--- src/fetch_pkg.sv ---
/*
 * Instruction fetch shared definitions
 * Address and instruction word type, source select, per-fetch attribute
 * record and the default address map
 */
`default_nettype none

package fetch_pkg;

    //////////////////////////////////////////////////
    // Basic types
    typedef logic [31:0] xlen_t;

    typedef enum logic {
        SRC_LMEM = 1'b0,
        SRC_BUS  = 1'b1
    } fetch_src_e;

    // One record per fetch in flight
    typedef struct packed {
        logic       addr_valid;
        fetch_src_e src;
        xlen_t      pc;
    } fetch_attr_t;

    //////////////////////////////////////////////////
    // Default address map
    localparam xlen_t DEFAULT_RESET_VEC  = 32'h0000_0000;

    localparam xlen_t DEFAULT_LOCAL_BASE = 32'h0000_0000;
    localparam xlen_t DEFAULT_LOCAL_HIGH = 32'h0000_0FFF;

    localparam xlen_t DEFAULT_BUS_BASE   = 32'h8000_0000;
    localparam xlen_t DEFAULT_BUS_HIGH   = 32'h8000_0FFF;

    // Most fetches in flight
    localparam int DEFAULT_FIFO_DEPTH = 2;

endpackage

`default_nettype wire

--- src/fetch_pc_gen.sv ---
/*
 * Fetch PC generation and request issue
 * Holds the PC, decodes it against the local and bus ranges and issues
 * one fetch per cycle when the rest of the unit can accept it
 */
`default_nettype none

module fetch_pc_gen #(
    parameter fetch_pkg::xlen_t RESET_VEC  = fetch_pkg::DEFAULT_RESET_VEC,
    parameter fetch_pkg::xlen_t LOCAL_BASE = fetch_pkg::DEFAULT_LOCAL_BASE,
    parameter fetch_pkg::xlen_t LOCAL_HIGH = fetch_pkg::DEFAULT_LOCAL_HIGH,
    parameter fetch_pkg::xlen_t BUS_BASE   = fetch_pkg::DEFAULT_BUS_BASE,
    parameter fetch_pkg::xlen_t BUS_HIGH   = fetch_pkg::DEFAULT_BUS_HIGH
) (
    input  wire logic                  clk,
    input  wire logic                  rst,

    input  wire logic                  redirect,
    input  wire fetch_pkg::xlen_t      redirect_pc,
    input  wire logic                  hold,
    input  wire logic                  fifo_full,
    input  wire logic                  bus_idle,

    output logic                       issue,
    output fetch_pkg::xlen_t           issue_addr,
    output fetch_pkg::fetch_attr_t     issue_attr
);

    fetch_pkg::xlen_t pc;
    logic             hit_local;
    logic             hit_bus;
    logic             fault_pending;

    //////////////////////////////////////////////////
    // Program counter
    always_ff @(posedge clk) begin
        if (rst) begin
            pc <= RESET_VEC;
        end else if (redirect) begin
            pc <= {redirect_pc[31:2], 2'b00};
        end else if (issue) begin
            pc <= pc + 32'd4;
        end
    end

    //////////////////////////////////////////////////
    // Address decode
    assign hit_local = (pc >= LOCAL_BASE) && (pc <= LOCAL_HIGH);
    assign hit_bus   = (pc >= BUS_BASE) && (pc <= BUS_HIGH);

    assign issue_addr       = pc;
    assign issue_attr.pc    = pc;
    assign issue_attr.addr_valid = hit_local | hit_bus;
    // Unmapped fetches default to the local source, never started
    assign issue_attr.src   = hit_bus ? fetch_pkg::SRC_BUS : fetch_pkg::SRC_LMEM;

    //////////////////////////////////////////////////
    // Fault hold
    // Stop fetching past an access fault until control redirects
    always_ff @(posedge clk) begin
        if (rst || redirect) begin
            fault_pending <= 1'b0;
        end else if (issue && !issue_attr.addr_valid) begin
            fault_pending <= 1'b1;
        end
    end

    assign issue = !fifo_full && bus_idle && !hold && !fault_pending && !redirect;

endmodule

`default_nettype wire

--- src/fetch_attr_fifo.sv ---
/*
 * Fetch attribute FIFO
 * Circular buffer of in-flight fetch records, plus the flush counter that
 * marks how many of them belong to a redirected-away path
 */
`default_nettype none

module fetch_attr_fifo #(
    parameter int FIFO_DEPTH = fetch_pkg::DEFAULT_FIFO_DEPTH
) (
    input  wire logic                  clk,
    input  wire logic                  rst,

    input  wire logic                  push,
    input  wire fetch_pkg::fetch_attr_t push_attr,
    input  wire logic                  pop,
    input  wire logic                  redirect,

    output logic                       full,
    output logic                       head_valid,
    output fetch_pkg::fetch_attr_t     head_attr,
    output logic                       flushing
);

    localparam int PTR_W = (FIFO_DEPTH > 1) ? $clog2(FIFO_DEPTH) : 1;
    localparam int CNT_W = $clog2(FIFO_DEPTH + 1);

    fetch_pkg::fetch_attr_t entries [FIFO_DEPTH];

    logic [PTR_W-1:0] wr_ptr;
    logic [PTR_W-1:0] rd_ptr;
    logic [CNT_W-1:0] inflight_count;
    logic [CNT_W-1:0] inflight_count_next;
    logic [CNT_W-1:0] flush_count;

    //////////////////////////////////////////////////
    // Storage and pointers
    always_ff @(posedge clk) begin
        if (push) begin
            entries[wr_ptr] <= push_attr;
        end
    end

    always_ff @(posedge clk) begin
        if (rst) begin
            wr_ptr <= '0;
            rd_ptr <= '0;
        end else begin
            if (push) begin
                wr_ptr <= (wr_ptr == PTR_W'(FIFO_DEPTH - 1)) ? '0 : wr_ptr + 1'b1;
            end
            if (pop) begin
                rd_ptr <= (rd_ptr == PTR_W'(FIFO_DEPTH - 1)) ? '0 : rd_ptr + 1'b1;
            end
        end
    end

    //////////////////////////////////////////////////
    // In-flight and flush counting
    assign inflight_count_next = inflight_count + CNT_W'(push) - CNT_W'(pop);

    always_ff @(posedge clk) begin
        if (rst) begin
            inflight_count <= '0;
        end else begin
            inflight_count <= inflight_count_next;
        end
    end

    // Everything still in flight after a redirect is stale
    always_ff @(posedge clk) begin
        if (rst) begin
            flush_count <= '0;
        end else if (redirect) begin
            flush_count <= inflight_count_next;
        end else if (pop && (flush_count != '0)) begin
            flush_count <= flush_count - 1'b1;
        end
    end

    assign full       = (inflight_count == CNT_W'(FIFO_DEPTH));
    assign head_valid = (inflight_count != '0);
    assign head_attr  = entries[rd_ptr];
    assign flushing   = (flush_count != '0);

    pop_when_empty: assert property (
        @(posedge clk) disable iff (rst) pop |-> head_valid
    ) else $error("attribute FIFO popped while empty");

endmodule

`default_nettype wire

--- src/ibus_apb_master.sv ---
/*
 * APB read requester for instruction fetches
 * Runs setup and access phases for one read at a time and registers
 * the returned word for a single response cycle
 */
`default_nettype none

module ibus_apb_master (
    input  wire logic                  clk,
    input  wire logic                  rst,

    input  wire logic                  start,
    input  wire fetch_pkg::xlen_t      start_addr,

    input  wire fetch_pkg::xlen_t      prdata,
    input  wire logic                  pready,
    input  wire logic                  pslverr,

    output logic                       idle,
    output fetch_pkg::xlen_t           paddr,
    output logic                       psel,
    output logic                       penable,
    output logic                       pwrite,

    output logic                       rsp_valid,
    output fetch_pkg::xlen_t           rsp_data,
    output logic                       rsp_err
);

    localparam logic [1:0] ST_IDLE   = 2'd0;
    localparam logic [1:0] ST_SETUP  = 2'd1;
    localparam logic [1:0] ST_ACCESS = 2'd2;

    logic [1:0] state;

    //////////////////////////////////////////////////
    // Transfer FSM
    always_ff @(posedge clk) begin
        if (rst) begin
            state <= ST_IDLE;
        end else begin
            case (state)
                ST_IDLE:   if (start) state <= ST_SETUP;
                ST_SETUP:  state <= ST_ACCESS;
                ST_ACCESS: if (pready) state <= ST_IDLE;
                default:   state <= ST_IDLE;
            endcase
        end
    end

    // Address held for the whole transfer
    always_ff @(posedge clk) begin
        if (state == ST_IDLE && start) begin
            paddr <= start_addr;
        end
    end

    assign idle    = (state == ST_IDLE);
    assign psel    = (state == ST_SETUP) || (state == ST_ACCESS);
    assign penable = (state == ST_ACCESS);
    assign pwrite  = 1'b0;

    //////////////////////////////////////////////////
    // Response register
    always_ff @(posedge clk) begin
        if (rst) begin
            rsp_valid <= 1'b0;
        end else begin
            rsp_valid <= penable && pready;
        end
    end

    always_ff @(posedge clk) begin
        if (penable && pready) begin
            rsp_data <= prdata;
            rsp_err  <= pslverr;
        end
    end

    // A start during a transfer would be dropped
    start_while_busy: assert property (
        @(posedge clk) disable iff (rst) start |-> idle
    ) else $error("APB fetch started while a transfer was running");

endmodule

`default_nettype wire

--- src/fetch_response.sv ---
/*
 * Fetch response selection
 * Matches returning data to the FIFO head, drops stale responses and
 * raises completions toward decode
 */
`default_nettype none

module fetch_response (
    input  wire logic                  clk,
    input  wire logic                  rst,

    input  wire logic                  head_valid,
    input  wire fetch_pkg::fetch_attr_t head_attr,
    input  wire logic                  flushing,

    input  wire fetch_pkg::xlen_t      lmem_rdata,
    input  wire logic                  bus_rsp_valid,
    input  wire fetch_pkg::xlen_t      bus_rsp_data,
    input  wire logic                  bus_rsp_err,
    input  wire logic                  lmem_issued,

    output logic                       pop,
    output logic                       fetch_valid,
    output fetch_pkg::xlen_t           fetch_pc,
    output fetch_pkg::xlen_t           fetch_instruction,
    output logic                       fetch_ok
);

    logic             lmem_rsp_valid;
    logic             head_is_bus;
    logic             head_data_valid;
    fetch_pkg::xlen_t selected_data;

    //////////////////////////////////////////////////
    // Local memory has a fixed one cycle latency
    always_ff @(posedge clk) begin
        if (rst) begin
            lmem_rsp_valid <= 1'b0;
        end else begin
            lmem_rsp_valid <= lmem_issued;
        end
    end

    //////////////////////////////////////////////////
    // Source select
    assign head_is_bus = (head_attr.src == fetch_pkg::SRC_BUS);

    assign head_data_valid = head_is_bus ? bus_rsp_valid : lmem_rsp_valid;
    assign selected_data   = head_is_bus ? bus_rsp_data : lmem_rdata;

    // Faulted entries carry no request, so they leave immediately
    assign pop = head_valid && (!head_attr.addr_valid || head_data_valid);

    assign fetch_ok = head_attr.addr_valid && !(head_is_bus && bus_rsp_err);

    //////////////////////////////////////////////////
    // Completion
    assign fetch_valid       = pop && !flushing;
    assign fetch_pc          = head_attr.pc;
    assign fetch_instruction = fetch_ok ? selected_data : '0;

    //////////////////////////////////////////////////
    // Assertions
    // Data returning unasked would pop the wrong record
    spurious_lmem_data: assert property (
        @(posedge clk) disable iff (rst)
        lmem_rsp_valid |-> (head_valid && head_attr.addr_valid &&
                            head_attr.src == fetch_pkg::SRC_LMEM)
    ) else $error("local memory data with no matching fetch");

    spurious_bus_data: assert property (
        @(posedge clk) disable iff (rst)
        bus_rsp_valid |-> (head_valid && head_attr.addr_valid &&
                           head_attr.src == fetch_pkg::SRC_BUS)
    ) else $error("APB data with no matching fetch");

endmodule

`default_nettype wire

--- src/fetch_unit.sv ---
/*
 * Instruction fetch unit top level
 * PC generation, attribute FIFO, response selection and the APB
 * requester, with a local memory port and an APB port
 */
`default_nettype none

module fetch_unit #(
    parameter fetch_pkg::xlen_t RESET_VEC  = fetch_pkg::DEFAULT_RESET_VEC,
    parameter fetch_pkg::xlen_t LOCAL_BASE = fetch_pkg::DEFAULT_LOCAL_BASE,
    parameter fetch_pkg::xlen_t LOCAL_HIGH = fetch_pkg::DEFAULT_LOCAL_HIGH,
    parameter fetch_pkg::xlen_t BUS_BASE   = fetch_pkg::DEFAULT_BUS_BASE,
    parameter fetch_pkg::xlen_t BUS_HIGH   = fetch_pkg::DEFAULT_BUS_HIGH,
    parameter int               FIFO_DEPTH = fetch_pkg::DEFAULT_FIFO_DEPTH
) (
    input  wire logic                  clk,
    input  wire logic                  rst,

    // Decode side
    output logic                       fetch_valid,
    output fetch_pkg::xlen_t           fetch_pc,
    output fetch_pkg::xlen_t           fetch_instruction,
    output logic                       fetch_ok,

    // Control side
    input  wire logic                  redirect,
    input  wire fetch_pkg::xlen_t      redirect_pc,
    input  wire logic                  hold,

    // Local instruction memory
    output logic                       lmem_en,
    output fetch_pkg::xlen_t           lmem_addr,
    input  wire fetch_pkg::xlen_t      lmem_rdata,

    // APB
    output fetch_pkg::xlen_t           paddr,
    output logic                       psel,
    output logic                       penable,
    output logic                       pwrite,
    input  wire fetch_pkg::xlen_t      prdata,
    input  wire logic                  pready,
    input  wire logic                  pslverr
);

    logic                   issue;
    fetch_pkg::xlen_t       issue_addr;
    fetch_pkg::fetch_attr_t issue_attr;
    logic                   bus_start;
    logic                   bus_idle;
    logic                   fifo_full;
    logic                   fifo_pop;
    logic                   head_valid;
    fetch_pkg::fetch_attr_t head_attr;
    logic                   flushing;
    logic                   bus_rsp_valid;
    fetch_pkg::xlen_t       bus_rsp_data;
    logic                   bus_rsp_err;

    //////////////////////////////////////////////////
    // Request routing
    assign lmem_en   = issue && issue_attr.addr_valid && (issue_attr.src == fetch_pkg::SRC_LMEM);
    assign lmem_addr = issue_addr;
    assign bus_start = issue && issue_attr.addr_valid && (issue_attr.src == fetch_pkg::SRC_BUS);

    fetch_pc_gen #(
        .RESET_VEC  (RESET_VEC),
        .LOCAL_BASE (LOCAL_BASE),
        .LOCAL_HIGH (LOCAL_HIGH),
        .BUS_BASE   (BUS_BASE),
        .BUS_HIGH   (BUS_HIGH)
    ) u_pc_gen (
        .clk (clk), .rst (rst),
        .redirect (redirect), .redirect_pc (redirect_pc), .hold (hold),
        .fifo_full (fifo_full), .bus_idle (bus_idle),
        .issue (issue), .issue_addr (issue_addr), .issue_attr (issue_attr)
    );

    fetch_attr_fifo #(
        .FIFO_DEPTH (FIFO_DEPTH)
    ) u_attr_fifo (
        .clk (clk), .rst (rst),
        .push (issue), .push_attr (issue_attr), .pop (fifo_pop), .redirect (redirect),
        .full (fifo_full), .head_valid (head_valid), .head_attr (head_attr),
        .flushing (flushing)
    );

    ibus_apb_master u_apb_master (
        .clk (clk), .rst (rst),
        .start (bus_start), .start_addr (issue_addr),
        .prdata (prdata), .pready (pready), .pslverr (pslverr),
        .idle (bus_idle), .paddr (paddr), .psel (psel), .penable (penable), .pwrite (pwrite),
        .rsp_valid (bus_rsp_valid), .rsp_data (bus_rsp_data), .rsp_err (bus_rsp_err)
    );

    fetch_response u_response (
        .clk (clk), .rst (rst),
        .head_valid (head_valid), .head_attr (head_attr), .flushing (flushing),
        .lmem_rdata (lmem_rdata), .bus_rsp_valid (bus_rsp_valid),
        .bus_rsp_data (bus_rsp_data), .bus_rsp_err (bus_rsp_err), .lmem_issued (lmem_en),
        .pop (fifo_pop), .fetch_valid (fetch_valid), .fetch_pc (fetch_pc),
        .fetch_instruction (fetch_instruction), .fetch_ok (fetch_ok)
    );

endmodule

`default_nettype wire

--- config.mk ---
export PLATFORM = sky130hd
export DESIGN_NAME = fetch_unit
export DESIGN_NICKNAME = d
export VERILOG_FILES = /design/src/fetch_pkg.sv /design/src/fetch_pc_gen.sv /design/src/fetch_attr_fifo.sv /design/src/ibus_apb_master.sv /design/src/fetch_response.sv /design/src/fetch_unit.sv
export SDC_FILE = /design/constraint.sdc
export NUM_CORES = 1
export LEC_CHECK = 0
export ABC_AREA = 1
export BUFFER_PORTS_ARGS = -buffer_cell sky130_fd_sc_hd__buf_4
export CAP_MARGIN = 20
export CELL_PAD_IN_SITES_DETAIL_PLACEMENT = 2
export CELL_PAD_IN_SITES_GLOBAL_PLACEMENT = 2
export CORE_ASPECT_RATIO = 1.1
export CORE_MARGIN = 2
export CORE_UTILIZATION = 34
export DETAILED_ROUTE_END_ITERATION = 10
export GPL_ROUTABILITY_DRIVEN = 0
export GPL_TIMING_DRIVEN = 1
export PLACE_DENSITY = 0.94
export SYNTH_ARGS = -nofsm -noshare
export SYNTH_HDL_FRONTEND = slang
export SYNTH_SLANG_ARGS = --single-unit
--- constraint.sdc ---
create_clock -name clk -period 5.13 [get_ports clk]
set_input_delay 1.026 -clock clk [delete_from_list [all_inputs] [get_ports clk]]
set_output_delay 1.026 -clock clk [all_outputs]
set_load 0.01 [all_outputs]
; ---- Word-level counts from Yosys, hierarchy flattened
; Memories as Yosys holds them, arrays and structs flattened. A register that Yosys moved wholly into a read port is not among the register bits.
; Cells that the tools add are included.
[word_totals]
ff_bits = 108
latch_bits = 0
ram_bits = 68
mem_bits_ro = 0
input_bits = 102
output_inout_bits = 134
wordCells = 83
n_memories = 1
[memory_table]
columns = name, words, word_bits, rd, rd_clocked_by_memory_dff, write_ports, line_no
row1 = u_attr_fifo.entries, 2, 34, 1, 1, 1, fetch_attr_fifo.sv:28  ; fetch_pkg::fetch_attr_t entries [FIFO_DEPTH];
[classes]
n_addsub = 6
n_mul = 0
div = 0
order_cmp = 4
eq_ne = 5
n_shift = 0
mux = 17
bitwise = 2
n_reduce_logical = 35
[op_table]
columns = op, count
row1 = $mux W32, 4
row2 = $add A32 B3 Y32 const B, 1
row3 = $ge A32 B1 Y1 const B, 1
row4 = $ge A32 B32 Y1 const B, 1
row5 = $le A32 B12 Y1 const B, 1
row6 = $le A32 B32 Y1 const B, 1
row7 = $logic_and A1 B1 Y1, 17
row8 = $logic_not A1 Y1, 8
row9 = $mux W1, 8
row10 = $mux W2, 4
row11 = $reduce_bool A2 Y1, 4
row12 = $pmux W2 S3, 1
row13 = $eq A2 B2 Y1 const B, 2
row14 = $logic_or A1 B1 Y1, 3
row15 = $add A1 B1 Y1 const B, 2
row16 = $add A2 B1 Y2, 1
row17 = $eq A2 B1 Y1 const B, 1
row18 = $logic_not A2 Y1, 1
row19 = $ne A2 B1 Y1 const B, 1
row20 = $ne A2 B2 Y1 const B, 1
row21 = $reduce_and A2 Y1, 1
row22 = $reduce_or A2 Y1, 1
row23 = $sub A2 B1 Y2, 1
row24 = $sub A2 B1 Y2 const B, 1
row25 = other kinds (2), 2

; ---- Logic depth before layout (Yosys ltp)
[logic_depth]
ltp_word = 10
mapped_depth = 16
depth_no_buf = 15

; ---- By module
; From an unflattened synthesis, not the netlist that was laid out.
[unflattened]
hier_cells = 821
hier_area_um2 = 8509.4
[modules_own_cells]
columns = module, instances, cells_each, area_each_um2
row1 = fetch_attr_fifo, 1, 158, 2960.3
row2 = fetch_pc_gen, 1, 412, 2463.6
row3 = ibus_apb_master, 1, 96, 2165.8
row4 = fetch_response, 1, 151, 904.6
row5 = fetch_unit, 1, 4, 15.0

; ---- Worst setup path before layout
; Ideal clock, no wire load.
[synth_timing]
path_type = input to register
start = in hold
end = mem u_attr_fifo.entries[1][10] in the netlist's numbering, enable pin
setup_time_ps = 423
t_arrival_ps = 2940
required_ps = 4707
path_slack_ps = 1767
path_stages = 5
n_path_buf = 0
cell_sequence = nor2_1 -> nand3_2 -> nor2_2 -> inv_1 -> nor2_1
[synth_via]
elab_chain_len = 6
[synth_rtl]
columns = element, line_no
row1 = start: declaration, fetch_unit.sv:28  ; input wire logic hold,
row2 = $logic_not A1 Y1, fetch_pc_gen.sv:68  ; assign issue = !fifo_full && bus_idle && !hold && !fault_pending && !redirect;
row3 = $logic_and A1 B1 Y1 (3 in a row), fetch_pc_gen.sv:68
row4 = $mux W1, fetch_attr_fifo.sv:39  ; if (push) begin
row5 = $mux W1 (implied by the code), fetch_attr_fifo.sv:40  ; entries[wr_ptr] <= push_attr;
row6 = end: declaration, fetch_attr_fifo.sv:28
; Every way passes these cells.

==> summary.txt <==
Clock tree
  – Clock buffer depth: 2
  – TritonCTS clock tree: done
  – PostCTS Resize Cnt: 0
  – CTS sink cnt: 169
  – Root Buffer: clkbuf_16
  – CTS Hold Buffers Added: 0
  – H-tree levels: 4
  – CTS clk-pin slew, worst paths: 0.07 ns
  – Total CTS buffers: 17
  – Setup bufs post-CTS: 0
  – Clk_lat worst skew: 0.44 ns

Critical path
  – FF-to-FF setup slack: 2.20 ns
  – CP Data Required Time: 4.10 ns
  – Setup CP Type: reg2out
  – Worst Setup Start Kind: flop
  – Crit path DAT: 2.53 ns
  – Crit-path max FO: 33
  – R2R Path End: u_attr_fifo.flush_count[1]
  – R2R depth: 14
  – Worst setup EP type: output pin

Place
  – IO Port Bufs: 226
  – Place WS: 1.59 ns
  – Post-DP HPWL: 18900 um
  – DP Cell Count: ~1300
  – Placed Area: 0.00959 sq mm

STA
  – Period minus WS final: 3.55 ns
  – Hold slack final: just under 0.5 ns
  – Worst-Margin Slew: 0.790 ns
  – Clock Skew: 0.0109 ns
  – RSZ-0062 raised after global routing: no
  – Max-slew violation count: 0
  – Hold Violations, Final: 0
  – Max-slew headroom: 47.2%
  – Fin Setup TNS: 0 ns
  – Fmax achieved: 281 MHz
  – Final Setup Violations: 0
  – Crit share post-route: 69.3%
  – Final worst slack: 1.58 ns

Logic synthesis
  – Number of distinct library cells after synthesis: 36
  – Seq/Total Area, Yosys: 59.3%
  – EDFF count, synth: 127
  – Cell count after synthesis: 788
  – Post-synthesis async set-or-reset flop share: 0%
  – Synthesized area: ~0.008 sq mm
  – #FFs+latches synth: 169
  – Ys flop type: edfxtp_1
  – Syn Area/Cell: 9.95 sq um
  – YS warnings: 0

Drt
  – First DRT Iteration DRCs: between 300 and 400
  – Total wire length: 28200 um
  – Post-route ant nets: 0
  – WL per Instance: 21.7 um
  – Drt via density: 4.99
  – DR pass1 iterations: 4
  – Total number of vias: 6476
  – Residual DRC: 0

Min path
  – Worst Hold Class: reg2reg
  – Hold Path Stages: 2
  – Hold EP: u_attr_fifo.flush_count[1]
  – Worst hold start: u_attr_fifo.flush_count[1]

Die
  – I/O pin count: 236
  – Die ar.: ~0.024 sq mm
  – Row Count: 58
  – Die X: 149 um
  – Starting Density: about 34%
  – DIE HEIGHT: roughly 160 um
  – Core area: 0.0228 sq mm

Final layout
  – Finished Core Util: a little under half
  – Commonest non-fill, non-tap cells in the layout: 232 x buf_4, 198 x nand2_1, 127 x edfxtp_1, 69 x inv_1, 66 x nor2_1
  – Reg area: 0.00466 sq mm
  – Layout Cells excl Fill: 1298
  – Area of the multi-input gates: roughly 0.0025 sq mm
  – Share of post-route cells with drive strength above 1: 32.6%
  – Most common cell after layout, fill and taps aside: buf_4
  – Fin nets: roughly 1100
  – Cell area after layout: between 0.01 and 0.015 sq mm
  – FILL cells: ~2400
  – Area grow syn2layout: 30.8%
  – # diodes: 0

Power
  – Switching portion of total power: 33.3%
  – Combinational Power Share: 27.2%
  – Sequential Power Share: roughly two fifths
  – P_sw: 1.41 mW
  – Clock power frac: 31.5%
  – Pint: between 2 and 3 mW
  – Leakage: ~4.2 nW
  – PD cells: between 400 and 500 mW/mm^2
  – Maximum vdd drop: 247 uV
  – Pwr Total: 4.22 mW

GRT
  – Initial antenna violation count: 0
  – Grt total ovfl: 0
  – Pin count of the biggest net entering global routing: 35
  – Vias in the first global route: 7104
  – First-pass GRT wire length: 41000 um
  – GRT Total Usage: 22.4%

Outcome
  – Status: finished clean

Run
  – Max cap viols: 0
## layer usage
metal / wire, um / vias to the layer above / track usage (%)
met5: 0 / - / 0
met1: 11100 / 3265 / 25.7
met3: 1180 / 45 / 4.53
li1: - / 2971 / -
met2: 15100 / 195 / 41.0
met4: 772 / 0 / 8.79
## flip-flops by register name (all words and copies together), names as in the netlist, 2 cells and up, named ones only
name,cells
u_apb_master.paddr,30
u_apb_master.rsp_data,32
u_apb_master.state,2
u_attr_fifo.entries,64
u_attr_fifo.flush_count,2
u_attr_fifo.inflight_count,2
u_pc_gen.issue_addr,30
## cell usage after synthesis, types with 2 or more instances
master    number  area share, %
nand2_1      198            9.5
o21ai_1        3           0.19
ha_1           9            1.4
and2_1         2           0.16
nand3_2        4           0.51
buf_4         37            3.5
nand3b_1       2           0.19
nor2_1        68            3.3
edfxtp_1     127             49
buf_6          2           0.29
o21ai_0       27            1.7
buf_2         16            1.0
nor2_2         4           0.32
nand2_2        4           0.32
xnor2_1        6           0.67
nor3_1         3           0.19
inv_2          2          0.096
xor2_1         9            1.0
dfxtp_1       42             11
nand3_1       31            2.0
a31oi_1        4           0.32
nor2_4         5           0.72
inv_1         69            3.3
or2_2          2           0.16
a21oi_1       63            4.0
clkbuf_1       8           0.38
mux2_2        30            4.3
nand4_1        3           0.24
## layout make-up
class	instances	share of cell area, %
clock inverter	15	1.70
clock buffer	17	4.15
inverter	71	2.60
timing repair buffer	235	17.6
multi-input combinational	491	24.9
sequential	169	45.4
tap	300	3.66
## power by group through the flow
stage,registers [mW],clock network [mW],logic (mW)
floorplan,1.71,0,0.668
global placement,1.76,0,1.06
detailed placement,1.77,0,1.11
CTS,1.75,1.35,1.13
global route,1.76,1.40,1.26
finish,1.74,1.33,1.15
## critical path, cell delays in order (launching register included)
cell and delay (ns):
dfxtp_2 0.60, nor2_1 0.14, nor2_4 0.62, nand2_1 0.14, nand3_1 0.16, nand2_1 0.10
nor2_1 0.16, buf_4 0.15
## logic make-up (layout without fill, tap and decap cells)
kind of cell	Yosys count	in the layout	synth area share, %
adders and majority gates	9	9	1.44
other	1	7	0.0478
DFF	169	169	59.3
AOI/OAI and AO/OA	100	100	6.59
and+or+nand+nor	330	330	18.0
buffers and inverters	134	338	8.63
xor gates and xnor gates	15	15	1.68
muxes	30	30	4.31
## worst max path at each step
stage / end / slack [ns] / depth (start not counted)
final: fetch_valid / 1.58 / 7
after global placement: fetch_instruction[0] / 1.67 / 7
after detailed placement: fetch_instruction[0] / 1.59 / 7
after global routing: fetch_valid / 1.30 / 7
after CTS: fetch_instruction[8] / 1.06 / 7
after floorplan: u_attr_fifo.entries[1][10] / 1.77 / 5
Note: power is estimated with default switching activity, not from simulation.
